==> config.mk <==
export PLATFORM = sky130hd
export DESIGN_NAME = cipher_ctrl_top
export DESIGN_NICKNAME = d
export VERILOG_FILES = /design/src/cipher_ctrl_pkg.sv /design/src/cipher_cmd_if.sv /design/src/cipher_cmd_reg.sv /design/src/cipher_round_ctr.sv /design/src/cipher_key_sel.sv /design/src/cipher_ctrl_fsm.sv /design/src/cipher_ctrl_top.sv
export SDC_FILE = /design/constraint.sdc
export NUM_CORES = 1
export LEC_CHECK = 0
export ABC_AREA = 0
export BUFFER_PORTS_ARGS = -buffer_cell sky130_fd_sc_hd__buf_2
export CAP_MARGIN = 40
export CORE_MARGIN = 2
export CORE_UTILIZATION = 46
export DETAILED_ROUTE_END_ITERATION = 8
export GPL_TIMING_DRIVEN = 0
export PLACE_DENSITY = 0.76
export SLEW_MARGIN = 20
export SYNTH_ARGS = -nofsm -noshare
export SYNTH_HDL_FRONTEND = slang
export SYNTH_SLANG_ARGS = --single-unit
==> constraint.sdc <==
create_clock -name clk_i -period 2.1 [get_ports clk_i]
set_clock_uncertainty 0.05 [all_clocks]
set_input_delay 0.21 -clock clk_i [delete_from_list [all_inputs] [get_ports clk_i]]
set_output_delay 0.21 -clock clk_i [all_outputs]
set_load 0.02 [all_outputs]
==> src/cipher_ctrl_pkg.sv <==
// Shared constants and enum types for the AES cipher control unit, imported by every block
`default_nettype none

package cipher_ctrl_pkg;

  ////////////////////////////////
  // Round counts
  ////////////////////////////////

  // Round counter and round limit width
  localparam int unsigned RND_CTR_W = 4;

  // Rounds per key length as fixed by FIPS-197
  localparam logic [RND_CTR_W-1:0] NUM_ROUNDS_128 = 4'd10;
  localparam logic [RND_CTR_W-1:0] NUM_ROUNDS_192 = 4'd12;
  localparam logic [RND_CTR_W-1:0] NUM_ROUNDS_256 = 4'd14;

  ////////////////////////////////
  // Command encodings
  ////////////////////////////////

  // Cipher direction
  typedef enum logic {
    CIPH_FWD = 1'b0,
    CIPH_INV = 1'b1
  } ciph_op_e;

  // Key length
  typedef enum logic [1:0] {
    AES_128 = 2'd0,
    AES_192 = 2'd1,
    AES_256 = 2'd2
  } key_len_e;

  // Control FSM states, code 3'd7 is unused and treated as a fault
  typedef enum logic [2:0] {
    CTRL_IDLE     = 3'd0,
    CTRL_INIT     = 3'd1,
    CTRL_ROUND    = 3'd2,
    CTRL_FINISH   = 3'd3,
    CTRL_CLEAR_S  = 3'd4,
    CTRL_CLEAR_KD = 3'd5,
    CTRL_ERROR    = 3'd6
  } cipher_state_e;

  ////////////////////////////////
  // Datapath selectors
  ////////////////////////////////

  typedef enum logic [1:0] {STATE_ROUND, STATE_INIT, STATE_CLEAR} state_sel_e;

  typedef enum logic [1:0] {ADD_RK_ROUND, ADD_RK_INIT, ADD_RK_FINAL} add_rk_sel_e;

  typedef enum logic [1:0] {
    KEY_FULL_ROUND,
    KEY_FULL_ENC_INIT,
    KEY_FULL_DEC_INIT,
    KEY_FULL_CLEAR
  } key_full_sel_e;

  typedef enum logic {KEY_DEC_EXPAND, KEY_DEC_CLEAR} key_dec_sel_e;

  // Which four 32-bit words of the full key feed AddRoundKey
  typedef enum logic [1:0] {
    KEY_WORDS_0123,
    KEY_WORDS_2345,
    KEY_WORDS_4567,
    KEY_WORDS_ZERO
  } key_words_sel_e;

  // Mixed form is the round key passed through InvMixColumns
  typedef enum logic {ROUND_KEY_DIRECT, ROUND_KEY_MIXED} round_key_sel_e;

endpackage

`default_nettype wire

==> src/cipher_cmd_if.sv <==
// Bundle of latched command flags and their set and done strobes between FSM and command register
`timescale 1ns/100ps
`default_nettype none

interface cipher_cmd_if;

  // Latched flags of the operation in progress
  logic crypt;
  logic dec_key_gen;
  logic key_clear;
  logic data_out_clear;

  // Per-flag set pulses from the FSM
  logic set_crypt;
  logic set_dec_key_gen;
  logic set_key_clear;
  logic set_data_out_clear;

  // Clears all flags at the end of an operation
  logic done;

  modport reg_side (
    output crypt, dec_key_gen, key_clear, data_out_clear,
    input  set_crypt, set_dec_key_gen, set_key_clear, set_data_out_clear, done
  );

  modport fsm_side (
    input  crypt, dec_key_gen, key_clear, data_out_clear,
    output set_crypt, set_dec_key_gen, set_key_clear, set_data_out_clear, done
  );

endinterface

`default_nettype wire

==> src/cipher_cmd_reg.sv <==
// Command flag register, holds what the current cipher operation is after acceptance
`timescale 1ns/100ps
`default_nettype none

module cipher_cmd_reg (
  input  wire logic       clk_i,
  input  wire logic       rst_ni,
  cipher_cmd_if.reg_side  cmd
);

  logic any_set;

  assign any_set = cmd.set_crypt | cmd.set_dec_key_gen |
                   cmd.set_key_clear | cmd.set_data_out_clear;

  // Each flag is set on its own strobe, all drop together on done
  always_ff @(posedge clk_i or negedge rst_ni) begin
    if (!rst_ni) begin
      cmd.crypt          <= 1'b0;
      cmd.dec_key_gen    <= 1'b0;
      cmd.key_clear      <= 1'b0;
      cmd.data_out_clear <= 1'b0;
    end else if (cmd.done) begin
      cmd.crypt          <= 1'b0;
      cmd.dec_key_gen    <= 1'b0;
      cmd.key_clear      <= 1'b0;
      cmd.data_out_clear <= 1'b0;
    end else begin
      if (cmd.set_crypt) begin
        cmd.crypt <= 1'b1;
      end
      if (cmd.set_dec_key_gen) begin
        cmd.dec_key_gen <= 1'b1;
      end
      if (cmd.set_key_clear) begin
        cmd.key_clear <= 1'b1;
      end
      if (cmd.set_data_out_clear) begin
        cmd.data_out_clear <= 1'b1;
      end
    end
  end

  // FSM must never start and finish an operation in the same cycle
  a_set_done_excl: assert property (@(posedge clk_i) disable iff (!rst_ni)
    !(cmd.done && any_set));

endmodule

`default_nettype wire

==> src/cipher_round_ctr.sv <==
// Round counter with per-key-length limit, flags the last regular round and counter faults
`timescale 1ns/100ps
`default_nettype none

module cipher_round_ctr
  import cipher_ctrl_pkg::*;
(
  input  wire logic                 clk_i,
  input  wire logic                 rst_ni,
  input  wire logic                 load_i,
  input  wire key_len_e             key_len_i,
  input  wire logic                 incr_i,
  output logic      [RND_CTR_W-1:0] rnd_ctr_o,
  output logic                      last_regular_o,
  output logic                      rnd_ctr_err_o
);

  logic [RND_CTR_W-1:0] rnd_ctr_q;
  logic [RND_CTR_W-1:0] limit_q;
  logic [RND_CTR_W-1:0] limit_d;

  // Round limit for the requested key length
  always_comb begin
    case (key_len_i)
      AES_192: limit_d = NUM_ROUNDS_192;
      AES_256: limit_d = NUM_ROUNDS_256;
      default: limit_d = NUM_ROUNDS_128;
    endcase
  end

  always_ff @(posedge clk_i or negedge rst_ni) begin
    if (!rst_ni) begin
      rnd_ctr_q <= '0;
      limit_q   <= '0;
    end else if (load_i) begin
      // New block, restart from the initial round
      rnd_ctr_q <= '0;
      limit_q   <= limit_d;
    end else if (incr_i) begin
      rnd_ctr_q <= rnd_ctr_q + RND_CTR_W'(1);
    end
  end

  assign rnd_ctr_o = rnd_ctr_q;

  // Last regular round is one below the limit, the final round follows
  assign last_regular_o = (rnd_ctr_q >= (limit_q - RND_CTR_W'(1))) && (limit_q != '0);

  // Counter past the limit can only come from a fault
  assign rnd_ctr_err_o = rnd_ctr_q > limit_q;

  // Stepping past the limit is caught in the following cycle
  a_overrun_flagged: assert property (@(posedge clk_i) disable iff (!rst_ni)
    (incr_i && !load_i && (rnd_ctr_q == limit_q)) |=> rnd_ctr_err_o);

endmodule

`default_nettype wire

==> src/cipher_key_sel.sv <==
// Round key word and form decoder, driven by FSM phase, key length and cipher direction
`timescale 1ns/100ps
`default_nettype none

module cipher_key_sel
  import cipher_ctrl_pkg::*;
(
  input  wire cipher_state_e  state_i,
  input  wire logic           dec_key_gen_i,
  input  wire key_len_e       key_len_i,
  input  wire ciph_op_e       op_i,
  output key_words_sel_e      key_words_sel_o,
  output round_key_sel_e      round_key_sel_o
);

  logic inv;

  assign inv = (op_i == CIPH_INV);

  always_comb begin
    key_words_sel_o = KEY_WORDS_ZERO;
    if (!dec_key_gen_i) begin
      case (state_i)
        // Initial round, inverse starts from the top of the expanded key
        CTRL_INIT: begin
          case (key_len_i)
            AES_192: key_words_sel_o = inv ? KEY_WORDS_2345 : KEY_WORDS_0123;
            AES_256: key_words_sel_o = inv ? KEY_WORDS_4567 : KEY_WORDS_0123;
            default: key_words_sel_o = KEY_WORDS_0123;
          endcase
        end
        // Regular and final rounds, forward takes the freshly expanded words
        CTRL_ROUND, CTRL_FINISH: begin
          case (key_len_i)
            AES_192: key_words_sel_o = inv ? KEY_WORDS_0123 : KEY_WORDS_2345;
            AES_256: key_words_sel_o = inv ? KEY_WORDS_0123 : KEY_WORDS_4567;
            default: key_words_sel_o = KEY_WORDS_0123;
          endcase
        end
        // Idle, clear and error phases
        default: key_words_sel_o = KEY_WORDS_ZERO;
      endcase
    end
  end

  // Equivalent inverse cipher needs InvMixColumns on the regular round keys
  assign round_key_sel_o = ((state_i == CTRL_ROUND) && inv) ? ROUND_KEY_MIXED
                                                            : ROUND_KEY_DIRECT;

endmodule

`default_nettype wire

==> src/cipher_ctrl_fsm.sv <==
// Main control FSM of the iterative AES cipher, sequences rounds and drives datapath strobes
`timescale 1ns/100ps
`default_nettype none

module cipher_ctrl_fsm
  import cipher_ctrl_pkg::*;
(
  input  wire logic       clk_i,
  input  wire logic       rst_ni,
  // Command handshake
  input  wire logic       in_valid_i,
  output logic            in_ready_o,
  output logic            out_valid_o,
  input  wire logic       out_ready_i,
  // Command and fault
  input  wire ciph_op_e   op_i,
  input  wire key_len_e   key_len_i,
  input  wire logic       crypt_i,
  input  wire logic       dec_key_gen_i,
  input  wire logic       key_clear_i,
  input  wire logic       data_out_clear_i,
  input  wire logic       fault_i,
  output logic            alert_o,
  // Cipher datapath
  output state_sel_e      state_sel_o,
  output logic            state_we_o,
  output logic            sub_bytes_en_o,
  input  wire logic       sub_bytes_out_req_i,
  output logic            sub_bytes_out_ack_o,
  output add_rk_sel_e     add_rk_sel_o,
  // Key expansion datapath
  output key_full_sel_e   key_full_sel_o,
  output logic            key_full_we_o,
  output key_dec_sel_e    key_dec_sel_o,
  output logic            key_dec_we_o,
  output logic            key_expand_en_o,
  input  wire logic       key_expand_out_req_i,
  output logic            key_expand_out_ack_o,
  output logic            key_expand_clear_o,
  // Command register
  cipher_cmd_if.fsm_side  cmd,
  // Round counter
  output logic            rnd_load_o,
  output logic            rnd_incr_o,
  input  wire logic       last_regular_i,
  input  wire logic       rnd_ctr_err_i,
  output cipher_state_e   state_o
);

  cipher_state_e state_q;
  cipher_state_e state_d;
  logic          advance;

  always_comb begin
    // Everything idle unless a state says otherwise
    in_ready_o           = 1'b0;
    out_valid_o          = 1'b0;
    alert_o              = 1'b0;
    state_sel_o          = STATE_ROUND;
    state_we_o           = 1'b0;
    sub_bytes_en_o       = 1'b0;
    sub_bytes_out_ack_o  = 1'b0;
    add_rk_sel_o         = ADD_RK_ROUND;
    key_full_sel_o       = KEY_FULL_ROUND;
    key_full_we_o        = 1'b0;
    key_dec_sel_o        = KEY_DEC_EXPAND;
    key_dec_we_o         = 1'b0;
    key_expand_en_o      = 1'b0;
    key_expand_out_ack_o = 1'b0;
    key_expand_clear_o   = 1'b0;
    cmd.set_crypt          = 1'b0;
    cmd.set_dec_key_gen    = 1'b0;
    cmd.set_key_clear      = 1'b0;
    cmd.set_data_out_clear = 1'b0;
    cmd.done             = 1'b0;
    rnd_load_o           = 1'b0;
    rnd_incr_o           = 1'b0;
    advance              = 1'b0;
    state_d              = state_q;

    case (state_q)

      CTRL_IDLE: begin
        in_ready_o = 1'b1;
        if (in_valid_i) begin
          if (key_clear_i || data_out_clear_i) begin
            cmd.set_key_clear      = key_clear_i;
            cmd.set_data_out_clear = data_out_clear_i;
            // Output registers are cleared through the state, so wipe it first
            state_d = data_out_clear_i ? CTRL_CLEAR_S : CTRL_CLEAR_KD;
          end else if (crypt_i || dec_key_gen_i) begin
            cmd.set_crypt       = crypt_i & ~dec_key_gen_i;
            cmd.set_dec_key_gen = dec_key_gen_i;
            // Load block, or wipe the state when only the key is wanted
            state_sel_o = dec_key_gen_i ? STATE_CLEAR : STATE_INIT;
            state_we_o  = 1'b1;
            // Load full key and restart key expansion
            key_full_sel_o = (!dec_key_gen_i && (op_i == CIPH_INV)) ? KEY_FULL_DEC_INIT
                                                                     : KEY_FULL_ENC_INIT;
            key_full_we_o      = 1'b1;
            key_expand_clear_o = 1'b1;
            rnd_load_o         = 1'b1;
            state_d            = CTRL_INIT;
          end else begin
            // Handshake without any command bit
            state_d = CTRL_ERROR;
          end
        end
      end

      CTRL_INIT: begin
        add_rk_sel_o = ADD_RK_INIT;
        if (key_len_i == AES_256) begin
          // Both first round keys are already in the full key register
          state_we_o = ~cmd.dec_key_gen;
          rnd_incr_o = 1'b1;
          state_d    = CTRL_ROUND;
        end else begin
          key_expand_en_o = 1'b1;
          if (key_expand_out_req_i) begin
            key_expand_out_ack_o = 1'b1;
            state_we_o           = ~cmd.dec_key_gen;
            key_full_we_o        = 1'b1;
            rnd_incr_o           = 1'b1;
            state_d              = CTRL_ROUND;
          end
        end
      end

      CTRL_ROUND: begin
        // Step with KeyExpand, and with SubBytes unless only the key is built
        advance = key_expand_out_req_i & (cmd.dec_key_gen | sub_bytes_out_req_i);
        sub_bytes_en_o  = cmd.crypt;
        key_expand_en_o = 1'b1;
        if (advance) begin
          sub_bytes_out_ack_o  = cmd.crypt;
          key_expand_out_ack_o = 1'b1;
          state_we_o           = ~cmd.dec_key_gen;
          key_full_we_o        = 1'b1;
          rnd_incr_o           = 1'b1;
          if (last_regular_i) begin
            state_d = CTRL_FINISH;
            if (cmd.dec_key_gen) begin
              // Last round key is the decryption start key
              key_dec_we_o = 1'b1;
              // Try to finish right away, else wait in FINISH
              out_valid_o = 1'b1;
              if (out_ready_i) begin
                cmd.done = 1'b1;
                state_d  = CTRL_IDLE;
              end
            end
          end
        end
      end

      CTRL_FINISH: begin
        // Final round skips MixColumns
        add_rk_sel_o   = ADD_RK_FINAL;
        state_sel_o    = STATE_CLEAR;
        sub_bytes_en_o = cmd.crypt;
        advance        = sub_bytes_out_req_i | cmd.dec_key_gen;
        // Never release data while a fault is present
        out_valid_o    = advance & ~fault_i;
        if (out_valid_o && out_ready_i) begin
          sub_bytes_out_ack_o = cmd.crypt;
          // Output is taken, the state is no longer needed
          state_we_o = cmd.crypt;
          cmd.done   = 1'b1;
          state_d    = CTRL_IDLE;
        end
      end

      CTRL_CLEAR_S: begin
        state_sel_o = STATE_CLEAR;
        state_we_o  = 1'b1;
        state_d     = CTRL_CLEAR_KD;
      end

      CTRL_CLEAR_KD: begin
        if (cmd.key_clear) begin
          key_full_sel_o = KEY_FULL_CLEAR;
          key_full_we_o  = 1'b1;
          key_dec_sel_o  = KEY_DEC_CLEAR;
          key_dec_we_o   = 1'b1;
        end
        if (cmd.data_out_clear) begin
          // Pass the wiped state to the output registers unchanged
          add_rk_sel_o = ADD_RK_INIT;
        end
        out_valid_o = 1'b1;
        if (out_ready_i) begin
          cmd.done = 1'b1;
          state_d  = CTRL_IDLE;
        end
      end

      // Terminal, left only by reset
      CTRL_ERROR: begin
        alert_o = 1'b1;
      end

      default: begin
        alert_o = 1'b1;
        state_d = CTRL_ERROR;
      end
    endcase

    // Faults override any transition
    if (fault_i || rnd_ctr_err_i) begin
      state_d = CTRL_ERROR;
    end
  end

  always_ff @(posedge clk_i or negedge rst_ni) begin
    if (!rst_ni) begin
      state_q <= CTRL_IDLE;
    end else begin
      state_q <= state_d;
    end
  end

  assign state_o = state_q;

  ////////////////////////////////
  // Assertions
  ////////////////////////////////

  a_hs_excl: assert property (@(posedge clk_i) disable iff (!rst_ni)
    !(in_ready_o && out_valid_o));

  a_state_legal: assert property (@(posedge clk_i) disable iff (!rst_ni)
    state_q inside {CTRL_IDLE, CTRL_INIT, CTRL_ROUND, CTRL_FINISH,
                    CTRL_CLEAR_S, CTRL_CLEAR_KD, CTRL_ERROR});

endmodule

`default_nettype wire

==> src/cipher_ctrl_top.sv <==
// Top level of the AES cipher control unit, connects FSM, command register, counter and decoder
`timescale 1ns/100ps
`default_nettype none

module cipher_ctrl_top
  import cipher_ctrl_pkg::*;
(
  input  wire logic                 clk_i,
  input  wire logic                 rst_ni,
  // Command handshake
  input  wire logic                 in_valid_i,
  output logic                      in_ready_o,
  output logic                      out_valid_o,
  input  wire logic                 out_ready_i,
  // Command, held stable while a block is in flight
  input  wire ciph_op_e             op_i,
  input  wire key_len_e             key_len_i,
  input  wire logic                 crypt_i,
  input  wire logic                 dec_key_gen_i,
  input  wire logic                 key_clear_i,
  input  wire logic                 data_out_clear_i,
  input  wire logic                 fault_i,
  output logic                      alert_o,
  // Cipher datapath
  output state_sel_e                state_sel_o,
  output logic                      state_we_o,
  output logic                      sub_bytes_en_o,
  input  wire logic                 sub_bytes_out_req_i,
  output logic                      sub_bytes_out_ack_o,
  output add_rk_sel_e               add_rk_sel_o,
  // Key expansion datapath
  output key_full_sel_e             key_full_sel_o,
  output logic                      key_full_we_o,
  output key_dec_sel_e              key_dec_sel_o,
  output logic                      key_dec_we_o,
  output logic                      key_expand_en_o,
  input  wire logic                 key_expand_out_req_i,
  output logic                      key_expand_out_ack_o,
  output logic                      key_expand_clear_o,
  output logic      [RND_CTR_W-1:0] rnd_ctr_o,
  output key_words_sel_e            key_words_sel_o,
  output round_key_sel_e            round_key_sel_o
);

  logic          rnd_load;
  logic          rnd_incr;
  logic          last_regular;
  logic          rnd_ctr_err;
  cipher_state_e state;

  cipher_cmd_if cmd_if ();

  cipher_cmd_reg u_cmd_reg (
    .clk_i  (clk_i),
    .rst_ni (rst_ni),
    .cmd    (cmd_if)
  );

  cipher_round_ctr u_round_ctr (
    .clk_i          (clk_i),
    .rst_ni         (rst_ni),
    .load_i         (rnd_load),
    .key_len_i      (key_len_i),
    .incr_i         (rnd_incr),
    .rnd_ctr_o      (rnd_ctr_o),
    .last_regular_o (last_regular),
    .rnd_ctr_err_o  (rnd_ctr_err)
  );

  cipher_key_sel u_key_sel (
    .state_i         (state),
    .dec_key_gen_i   (cmd_if.dec_key_gen),
    .key_len_i       (key_len_i),
    .op_i            (op_i),
    .key_words_sel_o (key_words_sel_o),
    .round_key_sel_o (round_key_sel_o)
  );

  cipher_ctrl_fsm u_fsm (
    .clk_i                (clk_i),
    .rst_ni               (rst_ni),
    .in_valid_i           (in_valid_i),
    .in_ready_o           (in_ready_o),
    .out_valid_o          (out_valid_o),
    .out_ready_i          (out_ready_i),
    .op_i                 (op_i),
    .key_len_i            (key_len_i),
    .crypt_i              (crypt_i),
    .dec_key_gen_i        (dec_key_gen_i),
    .key_clear_i          (key_clear_i),
    .data_out_clear_i     (data_out_clear_i),
    .fault_i              (fault_i),
    .alert_o              (alert_o),
    .state_sel_o          (state_sel_o),
    .state_we_o           (state_we_o),
    .sub_bytes_en_o       (sub_bytes_en_o),
    .sub_bytes_out_req_i  (sub_bytes_out_req_i),
    .sub_bytes_out_ack_o  (sub_bytes_out_ack_o),
    .add_rk_sel_o         (add_rk_sel_o),
    .key_full_sel_o       (key_full_sel_o),
    .key_full_we_o        (key_full_we_o),
    .key_dec_sel_o        (key_dec_sel_o),
    .key_dec_we_o         (key_dec_we_o),
    .key_expand_en_o      (key_expand_en_o),
    .key_expand_out_req_i (key_expand_out_req_i),
    .key_expand_out_ack_o (key_expand_out_ack_o),
    .key_expand_clear_o   (key_expand_clear_o),
    .cmd                  (cmd_if),
    .rnd_load_o           (rnd_load),
    .rnd_incr_o           (rnd_incr),
    .last_regular_i       (last_regular),
    .rnd_ctr_err_i        (rnd_ctr_err),
    .state_o              (state)
  );

endmodule

`default_nettype wire

==> out/metrics.yaml, run 1 <==
placement:
  routabilityCongestion: 0.8676
  dp.final_hpwl_um: 2545
  portBuffers: 38
  preCtsSetupSlack_ns: -0.2439
detailed_routing:
  ant_nets: 0
  drc: 0
  vias_per_cell: 5.763
  wl_per_cell_um: 15.58
  first_pass_iters: 4
  drt_wl_total_um: 3816
  dr_total_vias: 1412
  drt_iter0_markers: 68
cells_and_area:
  fillers: 182
  area.growth.synth_to_final_pct: 45.13
  fin_util_pct: 71.62
  antennaDiodeCount: 0
  nets: 243
  drive_gt1_share_pct: 41.86
yosys:
  postSynthAreaPerCell_um2: 7.959
  synth_edf_count: 0
  synth_area_um2: 1234
  yosysSeqAreaShare_pct: 28.40
  synth_top_area_share_pct: 28.40
  yosys-top-cells-area: "dfrtp_1 (28%), ha_1 (12%), nor2_1 (6.4%)"
  syn_nets: 181
  synthDistinctLibCells: 41
  yosys.area.top_type: "dfrtp_1"
  async_flop_share_pct: 100.0
  synth-main-ff-cell: "dfrtp_1"
  syn_inst: 155
  synth-seq-cells: 14
  ys_warn_count: 0
timing:
  setup_viol: 7
  finalHoldViolCount: 0
  layout_min_cycle_time_ns: 2.484
  worst_slew_pin_slew_ns: 0.5002
  max_slew_margin_pct: 66.30
  finalSetupTns_ns: -1.651
  fin_ws_ns: -0.3839
  drv_slew: 0
  rsz0062_at_grt: "true"
  timing.final.crit_share_pct: 118.3
  fmax_ghz: 0.4026
power:
  p_per_area_nw_per_um2: 321.0
  clockPowerShare_pct: 27.7
  internal_power_uw: 398.9
  ir_drop_mv: 0.3564
  finalPower_uw: 574.7
  p_sw_share_pct: 30.58
  power_frac_seq_pct: 51.9
  p_switching_uw: 175.7
  p_leak_uw: 0.0008821
  combinationalPowerShare_pct: 20.4
floorplanning:
  core.rowCount: 18
  die_height_um: 55.79
  io_pins: 39
  fp.dieW_um: 55.79
  start_util_pct: 49.35
  coreArea_um2: 2500
  dieArea_um2: 3112
clock_network:
  insertion_delay_ns: 0.29
  cts_tree: "built"
  clk_path_buf_depth: 2
  cts_buffers: 3
  clk_pin_slew_ns: 0.09
  clock-sinks: 14
  cts-htree-levels: 1
  cts-root-buf: "clkbuf_4"
global_route:
  grt_usage_pct: 24.38
  grt_pass1_vias: 1330
  grt_pass1_wl_um: 6113
  grt_max_degree: 15
  antenna_found_initial: 0
  gr-total-overflow: 0
worst_setup_path:
  critPathRequiredTime_ns: 1.84
  rr_worst_depth: 9
  criticalPathCategory: "flop to output pin"
  reg2reg_to: "u_cmd_reg.cmd.data_out_clear$_DFFE_PN0P_"
  start_kind: "flop"
  arrival_ns: 2.22
  r2r_slack_ns: -0.22
  crit_fanout: 3
  endpoint_kind: "output pin"
  r2r_start: "u_round_ctr.limit_q[1]$_DFFE_PN0P_"
hold_path:
  holdPathEnd: "u_cmd_reg.cmd.key_clear$_DFFE_PN0P_"
  worstHoldStart: "key_clear_i"
  hold_class: "primary input to flop"
  min_path_cells: 3
outcome:
  status: "complete, but fails checks"
  violations: "setup timing"
job:
  maxCapViolCount: 0
==> sequential cells by signal, summed over array words and instances, names as in the netlist <==
name / count
u_round_ctr.limit_q: 3
u_cmd_reg.cmd.data_out_clear: 1
u_fsm.state_o: 3
u_cmd_reg.cmd.key_clear: 1
u_cmd_reg.cmd.crypt: 1
u_round_ctr.rnd_ctr_o: 4
u_cmd_reg.cmd.dec_key_gen: 1
==> timing repair <==
item / CTS / global route
pin swaps: 7 / 12
endpoints found under the setup margin: 15 / 16
gates resized for setup: 24 / 20
endpoints found under the hold margin: 14 / 0
hold buffers: 1 / 0
setup buffers: 12 / 7
==> placed cells by master (no fill, tap or decap), types with 4 or more instances in the layout <==
cell type / n
nor2_1: 20
o211ai_1: 4
ha_1: 9
xnor2_1: 4
buf_4: 18
inv_1: 9
buf_6: 6
nor3_1: 4
nand2_1: 7
nand2b_1: 6
dfrtp_1: 11
o21ai_0: 9
buf_2: 33
a21oi_1: 11
==> cells in the mapped netlist (2+ instances only) <==
master,instances
and2_1,3
ha_1,12
a21oi_1,13
nand2b_1,6
and3_1,2
or3_1,2
clkbuf_1,3
o21ai_0,9
o211ai_1,4
a21o_1,2
or2b_1,2
nand3_1,3
a211oi_1,2
nor2b_1,4
inv_1,12
dfrtp_1,14
nor2_1,21
a21boi_1,2
nor3_1,4
nand2_1,10
o311ai_0,2
xnor2_1,4
==> worst max-delay path by stage <==
stage                                                   from                                       end  slack (ns)  depth (start not counted)
after floorplan           u_round_ctr.limit_q[1]$_DFFE_PN0P_                              key_dec_we_o       -0.01                          7
after global placement    u_round_ctr.limit_q[1]$_DFFE_PN0P_       u_cmd_reg.cmd.key_clear$_DFFE_PN0P_       -0.21                          8
after detailed placement  u_round_ctr.limit_q[1]$_DFFE_PN0P_  u_cmd_reg.cmd.data_out_clear$_DFFE_PN0P_       -0.24                          8
after CTS                 u_round_ctr.limit_q[1]$_DFFE_PN0P_                               out_valid_o       -0.38                          8
after global routing      u_round_ctr.limit_q[1]$_DFFE_PN0P_                              key_dec_we_o       -0.45                          8
final                     u_round_ctr.limit_q[1]$_DFFE_PN0P_                              key_dec_we_o       -0.38                          8
==> power groups by stage <==
stage	registers [uW]	logic [uW]	clock network (uW)
floorplan	306	47.5	0
global placement	301	94.0	0
detailed placement	302	98.6	0
CTS	297	110	159
global route	300	129	176
finish	298	117	159
==> critical path, stage by stage (launching register included) <==
cell and delay (ns):
dfrtp_1 0.40, inv_2 0.07, ha_4 0.16, ha_4 0.24
ha_4 0.26, o211ai_1 0.12, a2111o_1 0.47, nand2_2 0.11
buf_6 0.12
==> logic make-up after synthesis <==
kind of cell	Yosys count	synth area share [%]
buffers and inverters	17	5.476
and+or+nand+nor	61	24.75
xor gates and xnor gates	4	2.839
AOI/OAI and AO/OA	47	26.37
DFF	14	28.40
adders and majority gates	12	12.17
==> per-layer routing <==
layer | routed length (um) | GRT usage, %
met5 | 0 | 0
met4 | 93 | 6.620
met3 | 305 | 4.651
met2 | 1826 | 40.31
met1 | 1591 | 32.46
==> per-stage QoR <==
step / cell area [um^2] / hold slack [ns] / std cells
2_1_floorplan: 1237 / -0.1356 / 155
3_3_place_gp: 1465 / 0.07884 / 223
3_5_place_dp: 1465 / 0.08346 / 223
4_1_cts: 1688 / 0.1585 / 239
5_1_grt: 1790 / 0.1586 / 245
6_report: 1790 / 0.1582 / 245
==> layout make-up <==
cell class                      instances  area [um^2]  area share, %
Buffer                                  4        26.28          1.468
Clock buffer                            3        22.52          1.258
Inverter                               13        52.55          2.935
Multi-Input combinational cell        124        930.9          51.99
Sequential cell                        14        354.1          19.78
Tap cell                               30        37.54          2.096
Timing Repair Buffer                   57        366.6          20.48
No activity file was read; power rests on OpenSTA's default activity.
==> run 2, diff against run 1 <==
CORE_UTILIZATION = 40   (was 46)
PLACE_DENSITY = 0.68   (was 0.76)
==> run 2 against run 1 <==
Effect of this change:
- the run still ends with setup timing left
- global-route usage decreased by 2.7 points
- total power about the same
- register-to-register slack got worse by 0.06 ns
- utilization decreased by 13 points
- sequential power about the same
- non-clock buffer count decreased by 4
- sequential cell count unchanged
- sequential share of layout area increased by 0.45 points
- combinational power about the same
- critical path depth unchanged
- final area decreased by 2.2%
- via count decreased by 3.4%
- critical path type unchanged
- highest routed layer unchanged
==> out/metrics.yaml, run 2 (same netlist as run 1, synthesis figures left out) <==
cells_and_area:
  mostFrequentLayoutCell: "buf_2"
  fillers: 269  # +48%
  nets: 239  # -1.6%
  largest_register_ff_count: 4  # unchanged
  area.growth.synth_to_final_pct: 41.89
  antennaDiodeCount: 0  # unchanged
  drive_gt1_share_pct: 40.28  # -1.6 points
  final_cell_mix: "buf_2 (34), nor2_1 (20), buf_4 (16)"
  fin_area_um2: 1750  # -2.2%
global_route:
  gr-total-overflow: 0  # unchanged
  grt_pass1_vias: 1281  # -3.7%
  antenna_found_initial: 0  # unchanged
  grt_max_degree: 15  # unchanged
  grt_pass1_wl_um: 5851  # -4.3%
  grt_usage_pct: 21.68  # -2.7 points
worst_setup_path:
  critPathBufInv: 2  # unchanged
  cpMaxStageDelayCell: "a2111o_1"
  start_kind: "flop"
  crit_fanout: 3  # unchanged
  critPathRequiredTime_ns: 1.84  # about the same
  crit_chain: "inv_2 > ha_4 > ha_4 > ha_4 > o211ai_1 > a2111o_1 > nand2_1 > buf_6"
  criticalPathCategory: "flop to output pin"
  worst_path_dominant_cell_family: "adder cells"
  crit_top_cell: "ha_4"
  endpoint_kind: "output pin"
  arrival_ns: 2.20  # -0.02 ns
  critical_path.max_stage_delay_ns: 0.46  # about the same
detailed_routing:
  ant_nets: 0  # unchanged
  first_pass_iters: 5  # +1
  drt_wl_total_um: 3640  # -4.6%
  dr_total_vias: 1364  # -3.4%
  wl_per_cell_um: 14.92  # -4.2%
  drt_iter0_markers: 71  # +4.4%
  vias_per_cell: 5.590  # -3.0%
  drc: 0  # unchanged
clock_network:
  insertion_delay_ns: 0.28  # about the same
  cts-htree-levels: 1  # unchanged
  cts_buffers: 3  # unchanged
  clock-sinks: 14  # unchanged
  clk_pin_slew_ns: 0.09  # about the same
  cts_tree: "built"
  cts-root-buf: "clkbuf_4"
  clk_path_buf_depth: 2  # unchanged
floorplanning:
  start_util_pct: 41.08  # -8.3 points
  io_pins: 39  # unchanged
  coreArea_um2: 3003  # +20%
  die_height_um: 59.54  # +6.7%
  dieArea_um2: 3544  # +14%
  core.rowCount: 20  # +2
  fp.dieW_um: 59.54  # +6.7%
timing:
  finalHoldViolCount: 0  # unchanged
  worst_slew_pin_slew_ns: 0.4655  # -0.03467 ns
  setup_viol: 7  # unchanged
  layout_min_cycle_time_ns: 2.461  # -0.02241 ns
  hold_slack_ns: 0.1681  # +0.009901 ns
  finalSetupTns_ns: -1.858  # -0.2064 ns
  drv_slew: 0  # unchanged
  fmax_ghz: 0.4063  # +0.91%
  fin_ws_ns: -0.3614  # +0.02241 ns
  max_slew_margin_pct: 68.56  # +2.3 points
  timing.final.crit_share_pct: 117.2  # -1.1 points
  rsz0062_at_grt: "true"
placement:
  routabilityCongestion: 0.8422  # -2.9%
  post_dp_cell_area_um2: 1469  # +0.26%
  portBuffers: 38  # unchanged
  preCtsSetupSlack_ns: -0.2487  # -0.004814 ns
  dp.final_hpwl_um: 2603  # +2.3%
outcome:
  status: "complete, but fails checks"
  violations: "setup timing"
power:
  internal_power_uw: 399.3  # about the same
  p_leak_uw: 0.0008579  # -2.7%
  p_sw_share_pct: 30.53  # -0.054 points
  p_per_area_nw_per_um2: 328.3  # +2.3%
  combinationalPowerShare_pct: 20.4  # about the same
  p_switching_uw: 175.4  # -0.17%
  power_frac_seq_pct: 51.8  # about the same
  clockPowerShare_pct: 27.7  # about the same
  ir_drop_mv: 0.2306  # -35%
  finalPower_uw: 574.7  # about the same
job:
  maxCapViolCount: 0  # unchanged
hold_path:
  hold_class: "primary input to flop"
## run 2: changes by cell type in the layout (fill, tap and decap cells not counted), sizes merged
| cell | delta |
|---|---|
| buf | -3 |
| clkbuf | -1 |
| clkinv | +1 |
| clkinvlp | -1 |
## run 2: power groups by stage
stage	logic, uW	registers (uW)	clock network [uW]
finish	117	298	159
global route	131	301	176
CTS	114	297	163
detailed placement	99.4	302	0
global placement	95.1	301	0
floorplan	47.5	306	0
## run 2: timing repair
item                       CTS  global route
setup endpoints to repair   17            17
hold buffers                 1             0
pin swaps                   10             8
resized for setup           28            14
hold endpoints to repair    14             0
buffers inserted             9             7
## run 2: path summary, 6_finish.rpt
check | startpoint | endpoint | slack [ns] | cells after the start
min in group asynchronous | rst_ni | u_round_ctr.limit_q[3]$_DFFE_PN0P_ | 0.30 | 2
setup reg to reg | u_round_ctr.limit_q[1]$_DFFE_PN0P_ | u_cmd_reg.cmd.dec_key_gen$_DFFE_PN0P_ | -0.28 | 10
max in group asynchronous | rst_ni | u_cmd_reg.cmd.dec_key_gen$_DFFE_PN0P_ | 1.43 | 2
hold / removal | data_out_clear_i | u_cmd_reg.cmd.data_out_clear$_DFFE_PN0P_ | 0.17 | 3
hold reg to reg | u_cmd_reg.cmd.data_out_clear$_DFFE_PN0P_ | u_cmd_reg.cmd.data_out_clear$_DFFE_PN0P_ | 0.46 | 2
setup / recovery | u_round_ctr.limit_q[1]$_DFFE_PN0P_ | out_valid_o | -0.36 | 8
## run 2: routing by layer
metal	part of all wire, %	vias up	wire, um	global-route usage (%)
li1	-	666	-	-
met1	46	635	1689	28.95
met2	47	55	1706	35.32
met5	0	-	0	0
met4	2.0	0	72	9.206
met3	4.7	8	170	2.402
## run 2: metrics by stage
stage          cells  utilization, %
4_1_cts          238           55.71
3_3_place_gp     226           48.92
2_1_floorplan    155               -
6_report         244           58.29
5_1_grt          244           58.29
3_5_place_dp     226           48.92
## run 2: final cells by class
cell class | count | area (um^2) | area share [%]
buffer | 4 | 26.28 | 1.501
inverter | 13 | 48.80 | 2.788
tap | 33 | 41.29 | 2.359
multi-input combinational | 124 | 928.4 | 53.04
clock buffer | 3 | 22.52 | 1.287
timing repair buffer | 53 | 329.1 | 18.80
sequential | 14 | 354.1 | 20.23
## run 2: tightest hold or removal path, stage by stage
cell,delay [ns]
buf_2,0.11
a21oi_1,0.06
nor2_1,0.08
==> run 3, diff against run 2 <==
PLACE_DENSITY = 0.67   (was 0.68)
SYNTH_HIERARCHICAL = 1   (was unset)
==> run 3 against run 2 <==
Effect of this change:
- the flow still finishes with violations (setup timing)
- final area shrank 0.21%
- cell count grew 1.6%
- clock power is essentially flat
- sequential power shrank 5%
- die area grew 3.7%
- first-iteration DRC count shrank 38%
- synthesized area grew 4.0%
- largest cell class unchanged
- largest power group unchanged
==> out/metrics.yaml, run 3 <==
placement:
  dp.final_hpwl_um: 2549  # -2.1%
  portBuffers: 38  # unchanged
  routabilityCongestion: 0.8596  # +2.1%
global_route:
  grt.met1_usage_pct: 25.79  # -3.2 points
  grt_usage_pct: 18.49  # -3.2 points
  grtUsageMet3_pct: 2.132  # -0.27 points
  grt_pass1_wl_um: 5050  # -14%
  gr-total-overflow: 0  # unchanged
  grt_pass1_vias: 1143  # -11%
  grt_max_degree: 15  # unchanged
  grt-busiest-layer: "met2"
  met2_usage_pct: 29.19  # -6.1 points
  antenna_found_initial: 0  # unchanged
worst_setup_path:
  arrival_ns: 2.53  # +0.33 ns
  crit_fanout: 2  # -1
  endpoint_kind: "flop"
  start_kind: "flop"
  critPathRequiredTime_ns: 2.21  # +0.37 ns
  criticalPathCategory: "flop to flop"
floorplanning:
  start_util_pct: 42.01  # +0.92 points
  dieArea_um2: 3675  # +3.7%
  coreArea_um2: 3053  # +1.7%
  die_height_um: 60.63  # +1.8%
  core.rowCount: 20  # unchanged
  fp.dieW_um: 60.63  # +1.8%
  io_pins: 39  # unchanged
clock_network:
  cts_buffers: 3  # unchanged
  clock-sinks: 14  # unchanged
  cts_tree: "built"
  cts-root-buf: "clkbuf_4"
  clk_path_buf_depth: 2  # unchanged
  clk_pin_slew_ns: 0.09  # about the same
  insertion_delay_ns: 0.29  # about the same
  cts-htree-levels: 1  # unchanged
yosys:
  ys_warn_count: 6  # +6
  yosys-top-cells-area: "dfrtp_1 (27%), ha_1 (12%), nor2_1 (4.7%)"
  synth_top_area_share_pct: 27.32  # -1.1 points
  synth_common_cells: "nor2_1 (16), dfrtp_1 (14), inv_1 (14), ha_1 (12), nand2_1 (11)"
  synth_edf_count: 0  # unchanged
  yosysSeqAreaShare_pct: 27.32  # -1.1 points
  synth-main-ff-cell: "dfrtp_1"
  async_flop_share_pct: 100.0  # unchanged
  postSynthAreaPerCell_um2: 8.328  # +4.6%
  yosys.area.top_type: "dfrtp_1"
  syn_nets: 180  # -0.55%
  synthDistinctLibCells: 45  # +9.8%
  syn_inst: 154  # -0.65%
  yosys.cell_count.top_type: "nor2_1"
  synth-seq-cells: 14  # unchanged
  synth_area_um2: 1282  # +4.0%
detailed_routing:
  drt_iter0_markers: 44  # -38%
  dr_total_vias: 1286  # -5.7%
  wl_per_cell_um: 13.42  # -10%
  ant_nets: 0  # unchanged
  first_pass_iters: 6  # +1
  vias_per_cell: 5.185  # -7.2%
  drc: 0  # unchanged
  drt_wl_total_um: 3327  # -8.6%
power:
  p_leak_uw: 0.0008763  # +2.1%
  finalPower_uw: 517.4  # -10%
  p_per_area_nw_per_um2: 296.2  # -9.8%
  ir_drop_mv: 0.1721  # -25%
timing:
  timing.final.crit_share_pct: 115.2  # -2.1 points
  finalSetupTns_ns: -2.615  # -0.7566 ns
  max_slew_margin_pct: 64.98  # -3.6 points
  finalHoldViolCount: 0  # unchanged
  fin_ws_ns: -0.3182  # +0.04325 ns
  layout_min_cycle_time_ns: 2.418  # -0.04325 ns
  fmax_ghz: 0.4135  # +1.8%
  setup_viol: 12  # +5
  rsz0062_at_grt: "true"
  hold_slack_ns: 0.1840  # +0.01590 ns
  drv_slew: 0  # unchanged
  worst_slew_pin_slew_ns: 0.5213  # +0.05585 ns
cells_and_area:
  drive_gt1_share_pct: 39.22  # -1.1 points
  area.growth.synth_to_final_pct: 36.20
  largest_register_ff_count: 4  # unchanged
  mostFrequentLayoutCell: "buf_2"
  final_cell_mix: "buf_2 (39), nor2_1 (16), dfrtp_1 (13)"
  fin_util_pct: 57.21  # -1.1 points
  antennaDiodeCount: 0  # unchanged
  nets: 232  # -2.9%
outcome:
  violations: "setup timing"
  status: "complete, but fails checks"
hold_path:
  hold_class: "primary input to flop"
job:
  maxCapViolCount: 0  # unchanged
[run 3: final cells by class]
cell class | count | area (um^2)
fillers | 296 | 1306
multi-input cells | 119 | 947.2
flip-flops and latches | 14 | 351.6
repair buffers | 47 | 280.3
inverters | 15 | 56.30
well taps | 44 | 55.05
plain buffers | 6 | 33.78
clock buffers | 3 | 22.52
[run 3: logic make-up (layout without fill, tap and decap cells)]
logic type | after synthesis | after routing | share of synthesized area, %
compound gates | 34 | 34 | 19.90
xor+xnor | 4 | 4 | 2.732
mux | 4 | 4 | 3.122
simple gates | 65 | 65 | 28.20
fa+ha+maj | 12 | 12 | 11.71
buf+inv | 21 | 71 | 7.023
flops | 14 | 14 | 27.32
[run 3: worst paths after layout]
kind | start | to | slack, ns | cells past startpoint
setup / recovery | u_round_ctr/limit_q[1]$_DFFE_PN0P_ | u_fsm/state_o[1]$_DFFE_PN0P_ | -0.32 | 12
hold reg to reg | u_round_ctr/limit_q[3]$_DFFE_PN0P_ | u_round_ctr/limit_q[3]$_DFFE_PN0P_ | 0.43 | 1
setup reg to reg | u_round_ctr/limit_q[1]$_DFFE_PN0P_ | u_fsm/state_o[1]$_DFFE_PN0P_ | -0.32 | 12
hold / removal | fault_i | u_fsm/state_o[2]$_DFFE_PN0P_ | 0.18 | 3
min in group asynchronous | rst_ni | u_round_ctr/limit_q[2]$_DFFE_PN0P_ | 0.30 | 2
max in group asynchronous | rst_ni | u_fsm/state_o[0]$_DFFE_PN0P_ | 1.40 | 2
[run 3: where the power goes]
group / total (uW) / switching, uW / internal, uW / leakage, uW
Combinational: 74.5 / 43.8 / 30.7 / 0.000691
Sequential: 282 / 7.34 / 275 / 0.000171
Clock: 161 / 94.2 / 66.6 / 0.0000138
Total: 517 / 145 / 372 / 0.000876
[run 3: per-layer routing]
| layer | vias up | part of all wire, % |
|---|---|---|
| met2 | 36 | 45 |
| met5 | - | 0 |
| met1 | 599 | 49 |
| met3 | 6 | 4.5 |
| li1 | 645 | - |
| met4 | 0 | 1.7 |
[run 3: what timing repair did]
action / 4_1_cts / 5_1_grt
cloned: 0 / 0
endpoints found under the hold margin: 14 / 0
hold buffers: 1 / 0
pin swaps: 7 / 1
setup endpoints to repair: 11 / 19
resized for setup: 13 / 8
buffers inserted: 3 / 5
[run 3: critical path, cell delays in order, from the launching register on]
cell	delay (ns)
dfrtp_1	0.40
inv_2	0.09
ha_4	0.14
ha_4	0.19
ha_4	0.26
and2_4	0.12
o21bai_1	0.07
o21ai_1	0.10
nor3b_2	0.20
a311oi_2	0.07
a311o_2	0.36
buf_6	0.12
a2bb2oi_2	0.12
[run 3: through the flow]
stage / cell area (um^2) / worst slack, ns / std cells
6_report: 1747 / -0.3182 / 248
5_1_grt: 1747 / -0.3968 / 248
4_1_cts: 1663 / -0.3109 / 243
3_5_place_dp: 1549 / -0.4080 / 236
3_3_place_gp: 1549 / -0.2993 / 236
2_1_floorplan: 1304 / -0.1512 / 154
